File: src/rv_core_config.svh
/*
 * Build parameters of the RV32I pipeline
 *   data and address width, register count,
 *   register index width and reset PC
 */

`ifndef RV_CORE_CONFIG_SVH
`define RV_CORE_CONFIG_SVH

// Data, address and instruction width
`define RV_XLEN       32

// Architectural registers, x0 included
`define RV_NREGS      32
`define RV_REG_IDX_W  5     // log2 of RV_NREGS

// First fetch address after reset
`define RV_RESET_PC   32'h0000_0000

`endif

File: src/rv_core_pkg.sv
/*
 * Shared types of the RV32I pipeline
 *   word and register index typedefs
 *   opcode and funct constants
 *   ALU operation and forward select enums
 *   control word and the four pipeline register structs
 */

`default_nettype none

`include "rv_core_config.svh"

package rv_core_pkg;

    typedef logic [`RV_XLEN-1:0]      word_t;     // Data, address or instruction
    typedef logic [`RV_REG_IDX_W-1:0] reg_idx_t;  // Register index

    // ============================================================
    // Encodings
    // ============================================================
    localparam logic [6:0] OPC_OP     = 7'b0110011;  // Register-register ALU
    localparam logic [6:0] OPC_OP_IMM = 7'b0010011;  // Register-immediate ALU
    localparam logic [6:0] OPC_LOAD   = 7'b0000011;
    localparam logic [6:0] OPC_STORE  = 7'b0100011;

    localparam logic [2:0] F3_ADD_SUB = 3'b000;
    localparam logic [2:0] F3_SLL     = 3'b001;
    localparam logic [2:0] F3_SLT     = 3'b010;
    localparam logic [2:0] F3_SLTU    = 3'b011;
    localparam logic [2:0] F3_XOR     = 3'b100;
    localparam logic [2:0] F3_SRL_SRA = 3'b101;
    localparam logic [2:0] F3_OR      = 3'b110;
    localparam logic [2:0] F3_AND     = 3'b111;

    localparam logic [6:0] F7_ALT     = 7'b0100000;  // SUB and SRA/SRAI

    // Zero value is ADD so a cleared control word is harmless
    typedef enum logic [3:0] {
        ALU_ADD  = 4'd0,
        ALU_SUB  = 4'd1,
        ALU_SLL  = 4'd2,
        ALU_SLT  = 4'd3,
        ALU_SLTU = 4'd4,
        ALU_XOR  = 4'd5,
        ALU_SRL  = 4'd6,
        ALU_SRA  = 4'd7,
        ALU_OR   = 4'd8,
        ALU_AND  = 4'd9
    } alu_op_e;

    typedef enum logic [1:0] {
        FWD_REG    = 2'b00,  // Operand read in decode
        FWD_MEM_WB = 2'b01,  // Writeback value
        FWD_EX_MEM = 2'b10   // ALU result one stage ahead
    } fwd_sel_e;

    // ============================================================
    // Pipeline registers
    // ============================================================

    // All-zero is a bubble
    typedef struct packed {
        alu_op_e alu_op;
        logic    alu_src_imm;  // B operand is the immediate
        logic    reg_write;
        logic    mem_read;
        logic    mem_write;
        logic    mem_to_reg;   // Writeback takes load data
    } ctrl_t;

    typedef struct packed {
        word_t instr;
    } if_id_t;

    typedef struct packed {
        ctrl_t    ctrl;
        word_t    rs1_data;
        word_t    rs2_data;
        word_t    imm;
        reg_idx_t rd;
        reg_idx_t rs1;
        reg_idx_t rs2;
    } id_ex_t;

    typedef struct packed {
        ctrl_t    ctrl;
        word_t    alu_result;  // Also the data address
        word_t    store_data;
        reg_idx_t rd;
    } ex_mem_t;

    typedef struct packed {
        logic     reg_write;
        logic     mem_to_reg;
        word_t    alu_result;
        word_t    mem_data;
        reg_idx_t rd;
    } mem_wb_t;

endpackage

`default_nettype wire

File: src/rv_alu.sv
/*
 * Integer ALU, ten RV32I operations
 *   shifts take the low five bits of b
 */

`default_nettype none

module rv_alu (
    input  var rv_core_pkg::alu_op_e op,
    input  var rv_core_pkg::word_t   a,
    input  var rv_core_pkg::word_t   b,
    output rv_core_pkg::word_t       result
);

    logic [4:0] shamt;

    assign shamt = b[4:0];

    always_comb begin
        case (op)
            rv_core_pkg::ALU_ADD:  result = a + b;
            rv_core_pkg::ALU_SUB:  result = a - b;
            rv_core_pkg::ALU_SLL:  result = a << shamt;
            rv_core_pkg::ALU_SLT:  result = rv_core_pkg::word_t'($signed(a) < $signed(b));
            rv_core_pkg::ALU_SLTU: result = rv_core_pkg::word_t'(a < b);
            rv_core_pkg::ALU_XOR:  result = a ^ b;
            rv_core_pkg::ALU_SRL:  result = a >> shamt;
            rv_core_pkg::ALU_SRA:  result = $signed(a) >>> shamt;  // Sign bit fills
            rv_core_pkg::ALU_OR:   result = a | b;
            rv_core_pkg::ALU_AND:  result = a & b;
            default:               result = a + b;  // Unused codes behave as ADD
        endcase
    end

endmodule

`default_nettype wire

File: src/rv_core.sv
/*
 * Five-stage in-order RV32I pipeline, top level
 *   PC and IF/ID, ID/EX, EX/MEM, MEM/WB registers
 *   forward and immediate operand muxes, writeback mux
 *   instruction and data memory ports
 */

`default_nettype none

`include "rv_core_config.svh"

module rv_core (
    input  var logic               clk,
    input  var logic               rst,
    // Instruction memory, answers in the same cycle
    output rv_core_pkg::word_t     imem_addr,
    input  var rv_core_pkg::word_t imem_data,
    // Data memory, read data valid in the same cycle
    output logic                   dmem_read,
    output logic                   dmem_write,
    output rv_core_pkg::word_t     dmem_addr,
    output rv_core_pkg::word_t     dmem_wdata,
    input  var rv_core_pkg::word_t dmem_rdata
);

    rv_core_pkg::word_t   pc;
    rv_core_pkg::if_id_t  if_id;
    rv_core_pkg::id_ex_t  id_ex;
    rv_core_pkg::ex_mem_t ex_mem;
    rv_core_pkg::mem_wb_t mem_wb;

    logic                  stall;           // Load-use, one cycle
    rv_core_pkg::fwd_sel_e fwd_a;
    rv_core_pkg::fwd_sel_e fwd_b;
    rv_core_pkg::word_t    wb_data;

    // Pick the newest copy of an execute operand
    function automatic rv_core_pkg::word_t fwd_mux(input rv_core_pkg::fwd_sel_e sel,
                                                   input rv_core_pkg::word_t reg_val,
                                                   input rv_core_pkg::word_t ex_val,
                                                   input rv_core_pkg::word_t wb_val);
        case (sel)
            rv_core_pkg::FWD_EX_MEM: return ex_val;
            rv_core_pkg::FWD_MEM_WB: return wb_val;
            default:                 return reg_val;
        endcase
    endfunction

    // ============================================================
    // Fetch
    // ============================================================
    assign imem_addr = pc;

    always_ff @(posedge clk or posedge rst) begin
        if (rst) begin
            pc    <= `RV_RESET_PC;
            if_id <= '0;                     // Zero word decodes as a bubble
        end else if (!stall) begin           // Both hold while decode waits
            pc          <= pc + 32'd4;       // No control flow, always sequential
            if_id.instr <= imem_data;
        end
    end

    // ============================================================
    // Decode
    // ============================================================
    rv_core_pkg::reg_idx_t id_rs1, id_rs2, id_rd;
    rv_core_pkg::ctrl_t    id_ctrl;
    rv_core_pkg::word_t    id_imm;
    rv_core_pkg::word_t    id_rs1_data, id_rs2_data;

    assign id_rd  = if_id.instr[11:7];
    assign id_rs1 = if_id.instr[19:15];
    assign id_rs2 = if_id.instr[24:20];

    rv_decoder u_decoder (
        .instr (if_id.instr),
        .ctrl  (id_ctrl),
        .imm   (id_imm)
    );

    rv_regfile u_regfile (
        .clk    (clk),
        .rst    (rst),
        .we     (mem_wb.reg_write),
        .waddr  (mem_wb.rd),
        .wdata  (wb_data),
        .raddr1 (id_rs1),
        .raddr2 (id_rs2),
        .rdata1 (id_rs1_data),
        .rdata2 (id_rs2_data)
    );

    always_ff @(posedge clk or posedge rst) begin
        if (rst) begin
            id_ex <= '0;
        end else if (stall) begin
            id_ex <= '0;                     // Bubble while the load finishes
        end else begin
            id_ex.ctrl     <= id_ctrl;
            id_ex.rs1_data <= id_rs1_data;
            id_ex.rs2_data <= id_rs2_data;
            id_ex.imm      <= id_imm;
            id_ex.rd       <= id_rd;
            id_ex.rs1      <= id_rs1;
            id_ex.rs2      <= id_rs2;
        end
    end

    // ============================================================
    // Execute
    // ============================================================
    rv_core_pkg::word_t ex_a, ex_b_fwd, ex_b, ex_result;

    rv_hazard_unit u_hazard (
        .id_rs1        (id_rs1),
        .id_rs2        (id_rs2),
        .ex_rs1        (id_ex.rs1),
        .ex_rs2        (id_ex.rs2),
        .ex_rd         (id_ex.rd),
        .mem_rd        (ex_mem.rd),
        .wb_rd         (mem_wb.rd),
        .ex_mem_read   (id_ex.ctrl.mem_read),
        .mem_reg_write (ex_mem.ctrl.reg_write),
        .wb_reg_write  (mem_wb.reg_write),
        .stall         (stall),
        .fwd_a         (fwd_a),
        .fwd_b         (fwd_b)
    );

    assign ex_a     = fwd_mux(fwd_a, id_ex.rs1_data, ex_mem.alu_result, wb_data);
    assign ex_b_fwd = fwd_mux(fwd_b, id_ex.rs2_data, ex_mem.alu_result, wb_data);
    assign ex_b     = id_ex.ctrl.alu_src_imm ? id_ex.imm : ex_b_fwd;

    rv_alu u_alu (
        .op     (id_ex.ctrl.alu_op),
        .a      (ex_a),
        .b      (ex_b),
        .result (ex_result)
    );

    always_ff @(posedge clk or posedge rst) begin
        if (rst) begin
            ex_mem <= '0;
        end else begin
            ex_mem.ctrl       <= id_ex.ctrl;
            ex_mem.alu_result <= ex_result;
            ex_mem.store_data <= ex_b_fwd;   // SW data needs forwarding too
            ex_mem.rd         <= id_ex.rd;
        end
    end

    // ============================================================
    // Memory and writeback
    // ============================================================
    assign dmem_read  = ex_mem.ctrl.mem_read;
    assign dmem_write = ex_mem.ctrl.mem_write;
    assign dmem_addr  = ex_mem.alu_result;
    assign dmem_wdata = ex_mem.store_data;

    always_ff @(posedge clk or posedge rst) begin
        if (rst) begin
            mem_wb <= '0;
        end else begin
            mem_wb.reg_write  <= ex_mem.ctrl.reg_write;
            mem_wb.mem_to_reg <= ex_mem.ctrl.mem_to_reg;
            mem_wb.alu_result <= ex_mem.alu_result;
            mem_wb.mem_data   <= dmem_rdata;
            mem_wb.rd         <= ex_mem.rd;
        end
    end

    // Loads write memory data, everything else the ALU result
    assign wb_data = mem_wb.mem_to_reg ? mem_wb.mem_data : mem_wb.alu_result;

endmodule

`default_nettype wire

File: src/rv_decoder.sv
/*
 * Instruction decoder
 *   opcode, funct3 and funct7 to control word
 *   I-type or S-type sign-extended immediate
 *   unsupported opcodes give a bubble
 */

`default_nettype none

module rv_decoder (
    input  var rv_core_pkg::word_t instr,
    output rv_core_pkg::ctrl_t     ctrl,
    output rv_core_pkg::word_t     imm
);

    logic [6:0] opcode;
    logic [2:0] funct3;
    logic [6:0] funct7;
    logic       alt;       // funct7 selects SUB or SRA

    assign opcode = instr[6:0];
    assign funct3 = instr[14:12];
    assign funct7 = instr[31:25];
    assign alt    = (funct7 == rv_core_pkg::F7_ALT);

    // funct3 to ALU op, alt picks the second flavour of 000 and 101
    function automatic rv_core_pkg::alu_op_e alu_decode(input logic [2:0] f3,
                                                        input logic       use_alt);
        case (f3)
            rv_core_pkg::F3_ADD_SUB:
                return use_alt ? rv_core_pkg::ALU_SUB : rv_core_pkg::ALU_ADD;
            rv_core_pkg::F3_SLL:  return rv_core_pkg::ALU_SLL;
            rv_core_pkg::F3_SLT:  return rv_core_pkg::ALU_SLT;
            rv_core_pkg::F3_SLTU: return rv_core_pkg::ALU_SLTU;
            rv_core_pkg::F3_XOR:  return rv_core_pkg::ALU_XOR;
            rv_core_pkg::F3_SRL_SRA:
                return use_alt ? rv_core_pkg::ALU_SRA : rv_core_pkg::ALU_SRL;
            rv_core_pkg::F3_OR:   return rv_core_pkg::ALU_OR;
            default:              return rv_core_pkg::ALU_AND;
        endcase
    endfunction

    always_comb begin
        ctrl = '0;                                       // Bubble unless recognised
        imm  = {{20{instr[31]}}, instr[31:20]};          // I-type by default
        case (opcode)
            rv_core_pkg::OPC_OP: begin
                ctrl.alu_op    = alu_decode(funct3, alt);
                ctrl.reg_write = 1'b1;
            end
            rv_core_pkg::OPC_OP_IMM: begin
                // No SUBI, alt only matters for SRAI
                ctrl.alu_op      = alu_decode(funct3,
                                              alt && (funct3 == rv_core_pkg::F3_SRL_SRA));
                ctrl.alu_src_imm = 1'b1;
                ctrl.reg_write   = 1'b1;
            end
            rv_core_pkg::OPC_LOAD: begin
                ctrl.alu_op      = rv_core_pkg::ALU_ADD;  // base + offset
                ctrl.alu_src_imm = 1'b1;
                ctrl.reg_write   = 1'b1;
                ctrl.mem_read    = 1'b1;
                ctrl.mem_to_reg  = 1'b1;
            end
            rv_core_pkg::OPC_STORE: begin
                ctrl.alu_op      = rv_core_pkg::ALU_ADD;
                ctrl.alu_src_imm = 1'b1;
                ctrl.mem_write   = 1'b1;
                imm = {{20{instr[31]}}, instr[31:25], instr[11:7]};  // S-type split field
            end
            default: ;                                   // Dropped or unknown opcode
        endcase
    end

endmodule

`default_nettype wire

File: src/rv_hazard_unit.sv
/*
 * Hazard unit
 *   load-use stall towards fetch and decode
 *   forward selects for both execute operands
 */

`default_nettype none

module rv_hazard_unit (
    input  var rv_core_pkg::reg_idx_t id_rs1,
    input  var rv_core_pkg::reg_idx_t id_rs2,
    input  var rv_core_pkg::reg_idx_t ex_rs1,
    input  var rv_core_pkg::reg_idx_t ex_rs2,
    input  var rv_core_pkg::reg_idx_t ex_rd,
    input  var rv_core_pkg::reg_idx_t mem_rd,
    input  var rv_core_pkg::reg_idx_t wb_rd,
    input  var logic                  ex_mem_read,
    input  var logic                  mem_reg_write,
    input  var logic                  wb_reg_write,
    output logic                      stall,
    output rv_core_pkg::fwd_sel_e     fwd_a,
    output rv_core_pkg::fwd_sel_e     fwd_b
);

    // EX/MEM wins over MEM/WB, x0 is never forwarded
    function automatic rv_core_pkg::fwd_sel_e pick_fwd(input rv_core_pkg::reg_idx_t src,
                                                       input logic m_we,
                                                       input rv_core_pkg::reg_idx_t m_rd,
                                                       input logic w_we,
                                                       input rv_core_pkg::reg_idx_t w_rd);
        if (src == '0) begin
            return rv_core_pkg::FWD_REG;
        end else if (m_we && m_rd == src) begin
            return rv_core_pkg::FWD_EX_MEM;
        end else if (w_we && w_rd == src) begin
            return rv_core_pkg::FWD_MEM_WB;
        end
        return rv_core_pkg::FWD_REG;
    endfunction

    // ============================================================
    // Load-use
    // ============================================================
    // Load data only exists after the memory stage, so decode waits one cycle
    assign stall = ex_mem_read && (ex_rd != '0) &&
                   ((ex_rd == id_rs1) || (ex_rd == id_rs2));

    // ============================================================
    // Execute forwarding
    // ============================================================
    always_comb begin
        fwd_a = pick_fwd(ex_rs1, mem_reg_write, mem_rd, wb_reg_write, wb_rd);
        fwd_b = pick_fwd(ex_rs2, mem_reg_write, mem_rd, wb_reg_write, wb_rd);
    end

endmodule

`default_nettype wire

File: src/rv_regfile.sv
/*
 * Register file with two read ports and one write port
 *   writes to x0 are dropped so it always reads zero
 *   same-cycle write-through on both read ports
 */

`default_nettype none

`include "rv_core_config.svh"

module rv_regfile (
    input  var logic                  clk,
    input  var logic                  rst,
    input  var logic                  we,
    input  var rv_core_pkg::reg_idx_t waddr,
    input  var rv_core_pkg::word_t    wdata,
    input  var rv_core_pkg::reg_idx_t raddr1,
    input  var rv_core_pkg::reg_idx_t raddr2,
    output rv_core_pkg::word_t        rdata1,
    output rv_core_pkg::word_t        rdata2
);

    rv_core_pkg::word_t regs [`RV_NREGS];
    logic               wr_en;     // Write that actually lands

    assign wr_en = we && (waddr != '0);

    always_ff @(posedge clk or posedge rst) begin
        if (rst) begin
            regs <= '{default: '0};
        end else if (wr_en) begin
            regs[waddr] <= wdata;
        end
    end

    // Writeback of this cycle is visible to decode right away
    assign rdata1 = (wr_en && waddr == raddr1) ? wdata : regs[raddr1];
    assign rdata2 = (wr_en && waddr == raddr2) ? wdata : regs[raddr2];

endmodule

`default_nettype wire

File: config.mk
export PLATFORM = sky130hd
export DESIGN_NAME = rv_core
export DESIGN_NICKNAME = d
export VERILOG_FILES = /design/src/rv_core_pkg.sv /design/src/rv_alu.sv /design/src/rv_core.sv /design/src/rv_decoder.sv /design/src/rv_hazard_unit.sv /design/src/rv_regfile.sv
export VERILOG_INCLUDE_DIRS = /design/src
export SDC_FILE = /design/constraint.sdc
export NUM_CORES = 2
export LEC_CHECK = 0
export ABC_AREA = 1
export BUFFER_PORTS_ARGS = -buffer_cell sky130_fd_sc_hd__buf_2
export CAP_MARGIN = 20
export CELL_PAD_IN_SITES_DETAIL_PLACEMENT = 1
export CELL_PAD_IN_SITES_GLOBAL_PLACEMENT = 1
export CORE_UTILIZATION = 43
export CTS_CLUSTER_DIAMETER = 120
export DETAILED_ROUTE_END_ITERATION = 10
export PLACE_DENSITY = 0.74
export SLEW_MARGIN = 5
export SYNTH_ARGS = -nofsm -noshare
export SYNTH_HDL_FRONTEND = slang
export SYNTH_SLANG_ARGS = --single-unit
File: constraint.sdc
create_clock -name clk -period 46.7 [get_ports clk]
set_input_delay 9.34 -clock clk [delete_from_list [all_inputs] [get_ports clk]]
set_output_delay 9.34 -clock clk [all_outputs]
set_load 0.005 [all_outputs]
== Word level (Yosys, flattened, before mapping) ==
Cells that the tools add are included.
Cells by class
  $add $sub $neg: 3
  magnitude comparators: 6
  equal/unequal tests: 32
  shifts and indexed selects: 3
  mux-type cells: 43
  bitwise operators: 6
  reductions and logical operators: 19
Operator list (number)
  $bwmux 1024: 1
  $bmux 32 s5: 2
  $mux 32: 9
  $pmux 32 s9: 1
  $demux 32 s5: 1
  $pmux 32 s2: 2
  $mux 120: 1
  $lt 32x32->1: 2
  $pmux 4 s7: 2
  $eq 5x5->1: 8
  $add 32x3->32 const B: 1
  $add 32x32->32: 1
  $and 32x32->32: 1
  $or 32x32->32: 1
  $shl 32x5->32: 1
  $shr 32x5->32: 1
  $sshr 32x5->32: 1
  $sub 32x32->32: 1
  $xor 32x32->32: 1
  $eq 7x6->1 const B: 3
  $ge 6x6->1 const B: 3
  $not 5->6: 3
  $eq 4x3->1 const B: 4
  $mux 2: 8
  20 further kinds: 53
Storage, ports and cells
  register bits after elaboration: 1352
  input bits: 66
  output and inout bits: 98
  word-level logic and storage cells: 170

== Longest topological paths before layout ==
  depth after elaboration: 11
  depth in mapped cells: 37
  depth with buffers taken out: 34

== Hierarchy ==
From an unflattened synthesis, not the netlist that was laid out.
Unflattened totals
  cell total of the unflattened synthesis: 11989
  area total of the unflattened synthesis: 81450.6 um^2
Modules (own cells, without submodules)
  rv_regfile: instances 1, cells each 8350, area each 56663.1 um^2, seq. area each 25624.6 um^2
  rv_core: instances 1, cells each 1380, area each 13427.9 um^2, seq. area each 8157.8 um^2
  rv_alu: instances 1, cells each 2054, area each 10306.1 um^2, seq. area each 0.0 um^2
  rv_hazard_unit: instances 1, cells each 121, area each 581.8 um^2, seq. area each 0.0 um^2
  rv_decoder: instances 1, cells each 84, area each 471.7 um^2, seq. area each 0.0 um^2

== Worst setup path after synthesis ==
OpenSTA, ideal clock, no wires.
  path type: register -> output
  start: reg ex_mem (netlist bit dmem_addr[0])
  end: out dmem_addr[0]
  arrival: 0.509 ns
  data required time: 37.360 ns
  path slack: 36.851 ns
  cell stages (with the launch flop): 2
  path buffers: 1
  path through: dfrtp_1 buf_4
RTL lines
  from (decl): RTL line rv_core.sv:29  | rv_core_pkg::ex_mem_t ex_mem;
  to (decl): RTL line rv_core.sv:21  | output rv_core_pkg::word_t dmem_addr,
No word-level cell between the ends.

==> flow_summary.ini <==
[outcome]
status = finished, violations left
violations = design-rule violations

[job]
drv_cap = 0

[power_and_ir_drop]
worst_ir_drop_vdd_mv = 0.0354
power_per_cell_area_mw_per_mm2 = 40.1
total_leakage_power_uw = 0.0367

[sta]
maxSlewViolCount = 0
period_minus_slack_ps = 13070
finalSetupViolations = 0
rsz0062_at_grt = no
report.final.hold_viol_count = 0
finalCritPeriodShare_pct = 28.0
setup_tns_ps = 0
clock.fmax_ghz = 0.0765
finalClockSkew_ps = 39.5
whs_ps = 378
worstMarginPinSlew_ps = 1250
max_slew_margin_pct = 17.0

[die]
dieArea_mm2 = 0.180
coreArea_mm2 = 0.176
start_util_pct = 43.4
row_count = 154
ios = 164
fp.dieH_um = 424
die_width_um = 424

[clocking]
cts.sinks = 1328
clockBufferDepth = 3
cts_resized = 0
postCtsHoldBufs = 0
clock_latency_ps = 840
cts_tree = yes
cts_setup_buffers = 0
cts_inserted_buffers = 158
clkTransAtPathRegs_ps = 60
h-tree-depth = 4
cts_root_buf = clkbuf_16

[cells_and_area]
final_nets = 10100
fin_area_mm2 = 0.0833
nFillCells = 21900
mostFrequentLayoutCell = o21ai_0
layout_common_cells = 2186 x o21ai_0, 1612 x nand2_1, 1317 x dfrtp_1, 1146 x a21oi_1, 921 x nand3_1
drive_above_1_share_pct = 7.60
syn2layout_area_growth_pct = 8.94

[detailed_routing]
route.detailed.drc = 24
drtIter0Drc = 8929
drt_wl_total_um = 357000
viasPerCell = 6.33
wl_per_cell_um = 28.7
drt-pass1-iter-count = 9
ant_nets = 0
routed-via-count = 78700

[worst_setup_path]
path_buf_inv = 7
slowest_delay_ps = 870
required_ps = 47490
cp.depth = 7
arrival_ps = 13860
r2r_cells = 31
start_kind = input pin
path_cells = buf_2 -> clkinvlp_4 -> buf_12 -> buf_4 -> buf_12 -> buf_4 -> buf_4
rrSetupSlack_ps = 39800
worstSetupPathType = in2async
critical_path.max_fanout = 152
cpMostUsedCell = buf_4
cp_top_family = buffers and inverters
critPathSlowestCell = buf_4
end_kind = asynchronous set/reset pin

[placed_design]
dpl_cell_area_mm2 = 0.0780
place_hpwl_um = 215000
port_buffers = 161
gp_congestion = 0.978

[global_routing]
track_usage_pct = 39.0
antenna_found_initial = 21
grt_pass1_vias = 80100
grt_max_degree = 182
grt_pass1_wl_um = 528000
overflow = 0

[synth]
synthAdderAreaFrac_pct = 1.66
yosysSeqAreaShare_pct = 43.5
synthDistinctLibCells = 64
synthSimpleGateAreaFrac_pct = 18.6
synth_largest_area_cell = dfrtp_1
yosys.area.top_type_share_pct = 43.5
synth_xor_area_share_pct = 0.790
synth_warnings = 0
synth_top_family_by_area = compound AO/OA/AOI/OAI gates
synth-compound-area-share_pct = 25.8
ys.flop_type = dfrtp_1
syn_inst = 10400
synth_area_leaders = dfrtp_1 43%, o21ai_0 14%, nand2_1 8.0%, a21oi_1 7.5%, nand3_1 6.0%
post_synth_instance_area_mm2 = 0.0765
synth_edf_count = 0
avgSynthCellArea_um2 = 7.33
synthMuxAreaShare_pct = 0
async_flop_share_pct = 100
synth_seq_cells = 1328

[hold_path]
hold_depth = 0
hold_class = reg2reg
-- metrics by stage --
stage	instances	setup WS (ps)	util [%]	total power [µW]
final	12400	33630	47.2	3340
after global routing	12400	33030	47.2	3440
after CTS	12400	33540	47.2	3330
after detailed placement	12100	32650	44.3	2050
after global placement	12100	32810	44.3	2040
after floorplan	10400	18990	-	1740
-- state kept, by name, summed over array words and instances (netlist names) --
register and count:
u_regfile.regs 1024, id_ex 99, mem_wb 71, dmem_addr 32, dmem_wdata 32, if_id 32
imem_addr 30, ex_mem 6, dmem_read 1, dmem_write 1
-- kinds of logic (layout without fill, tap and decap cells) --
| family | Yosys count | after routing |
|---|---|---|
| compound gates | 3747 | 3747 |
| xor+xnor | 69 | 69 |
| fa+ha+maj | 100 | 100 |
| buf+inv | 1839 | 1490 |
| flops | 1328 | 1328 |
| other cells | 1 | 7 |
| simple gates | 3351 | 3351 |
-- power breakdown --
part           leakage [µW]  internal (µW)  switching (µW)
registers            0.0179           1220            59.0
clock network       0.00259            743             537
logic                0.0162            175             609
-- worst register-to-register path, delay by kind of cell, from the launching register on --
kind	cells	cell delay [ps]
and+or+nand+nor	15	2300
adders and majority gates	1	500
buffers and inverters	7	1910
DFF	1	420
AOI/OAI and AO/OA	8	1520
-- synth_stat cells (6+ instances only) --
cell,count
xnor2_1,15
o21ai_1,61
a21oi_1,1146
inv_2,33
nand2_2,12
buf_1,110
o21ai_0,2188
a221oi_1,8
nor4_1,16
nor2_1,651
xor2_1,54
o221ai_1,114
o22ai_1,27
nor2_2,16
o21bai_1,6
nand3_2,16
nand2_1,1625
dfrtp_1,1328
nand4_1,19
clkbuf_1,699
ha_1,98
buf_6,8
nand3_1,921
nor3_1,38
a31oi_1,33
o21ai_2,7
a211oi_1,52
buf_2,55
or2_2,6
buf_4,84
nor2_4,7
o211ai_1,74
clkinv_1,18
inv_1,829
-- per-layer routing --
layer / GRT usage [%] / up-vias / share of wire (%)
li1: - / 34200 / -
met1: 51.8 / 39600 / 41
met2: 60.2 / 3802 / 44
met3: 6.85 / 1086 / 8.5
met4: 21.8 / 22 / 6.1
met5: 0 / - / 0.055
-- final timing paths --
kind,start,to
worst max-delay path,rst,mem_wb[11]
worst min-delay path,dmem_read,mem_wb[69]
worst max register to register,id_ex[4],dmem_addr[26]
worst min register to register,dmem_read,mem_wb[69]
max in group clk,dmem_addr[10],dmem_addr[10]
min in group asynchronous,rst,u_regfile.regs[985]
-- area by class of cell --
class                           count  area (µm²)  share of cell area, %
Antenna cell                        5        12.5                 0.0150
Tap cell                         2340        2930                   3.51
Clock buffer                      238        4720                   5.67
Clock inverter                     42         543                  0.652
Sequential cell                  1328       33300                   39.9
Timing Repair Buffer              329        2230                   2.68
Multi-Input combinational cell   7269       36200                   43.5
Inverter                          881        3370                   4.04
Note: power is estimated with default switching activity, not from simulation.
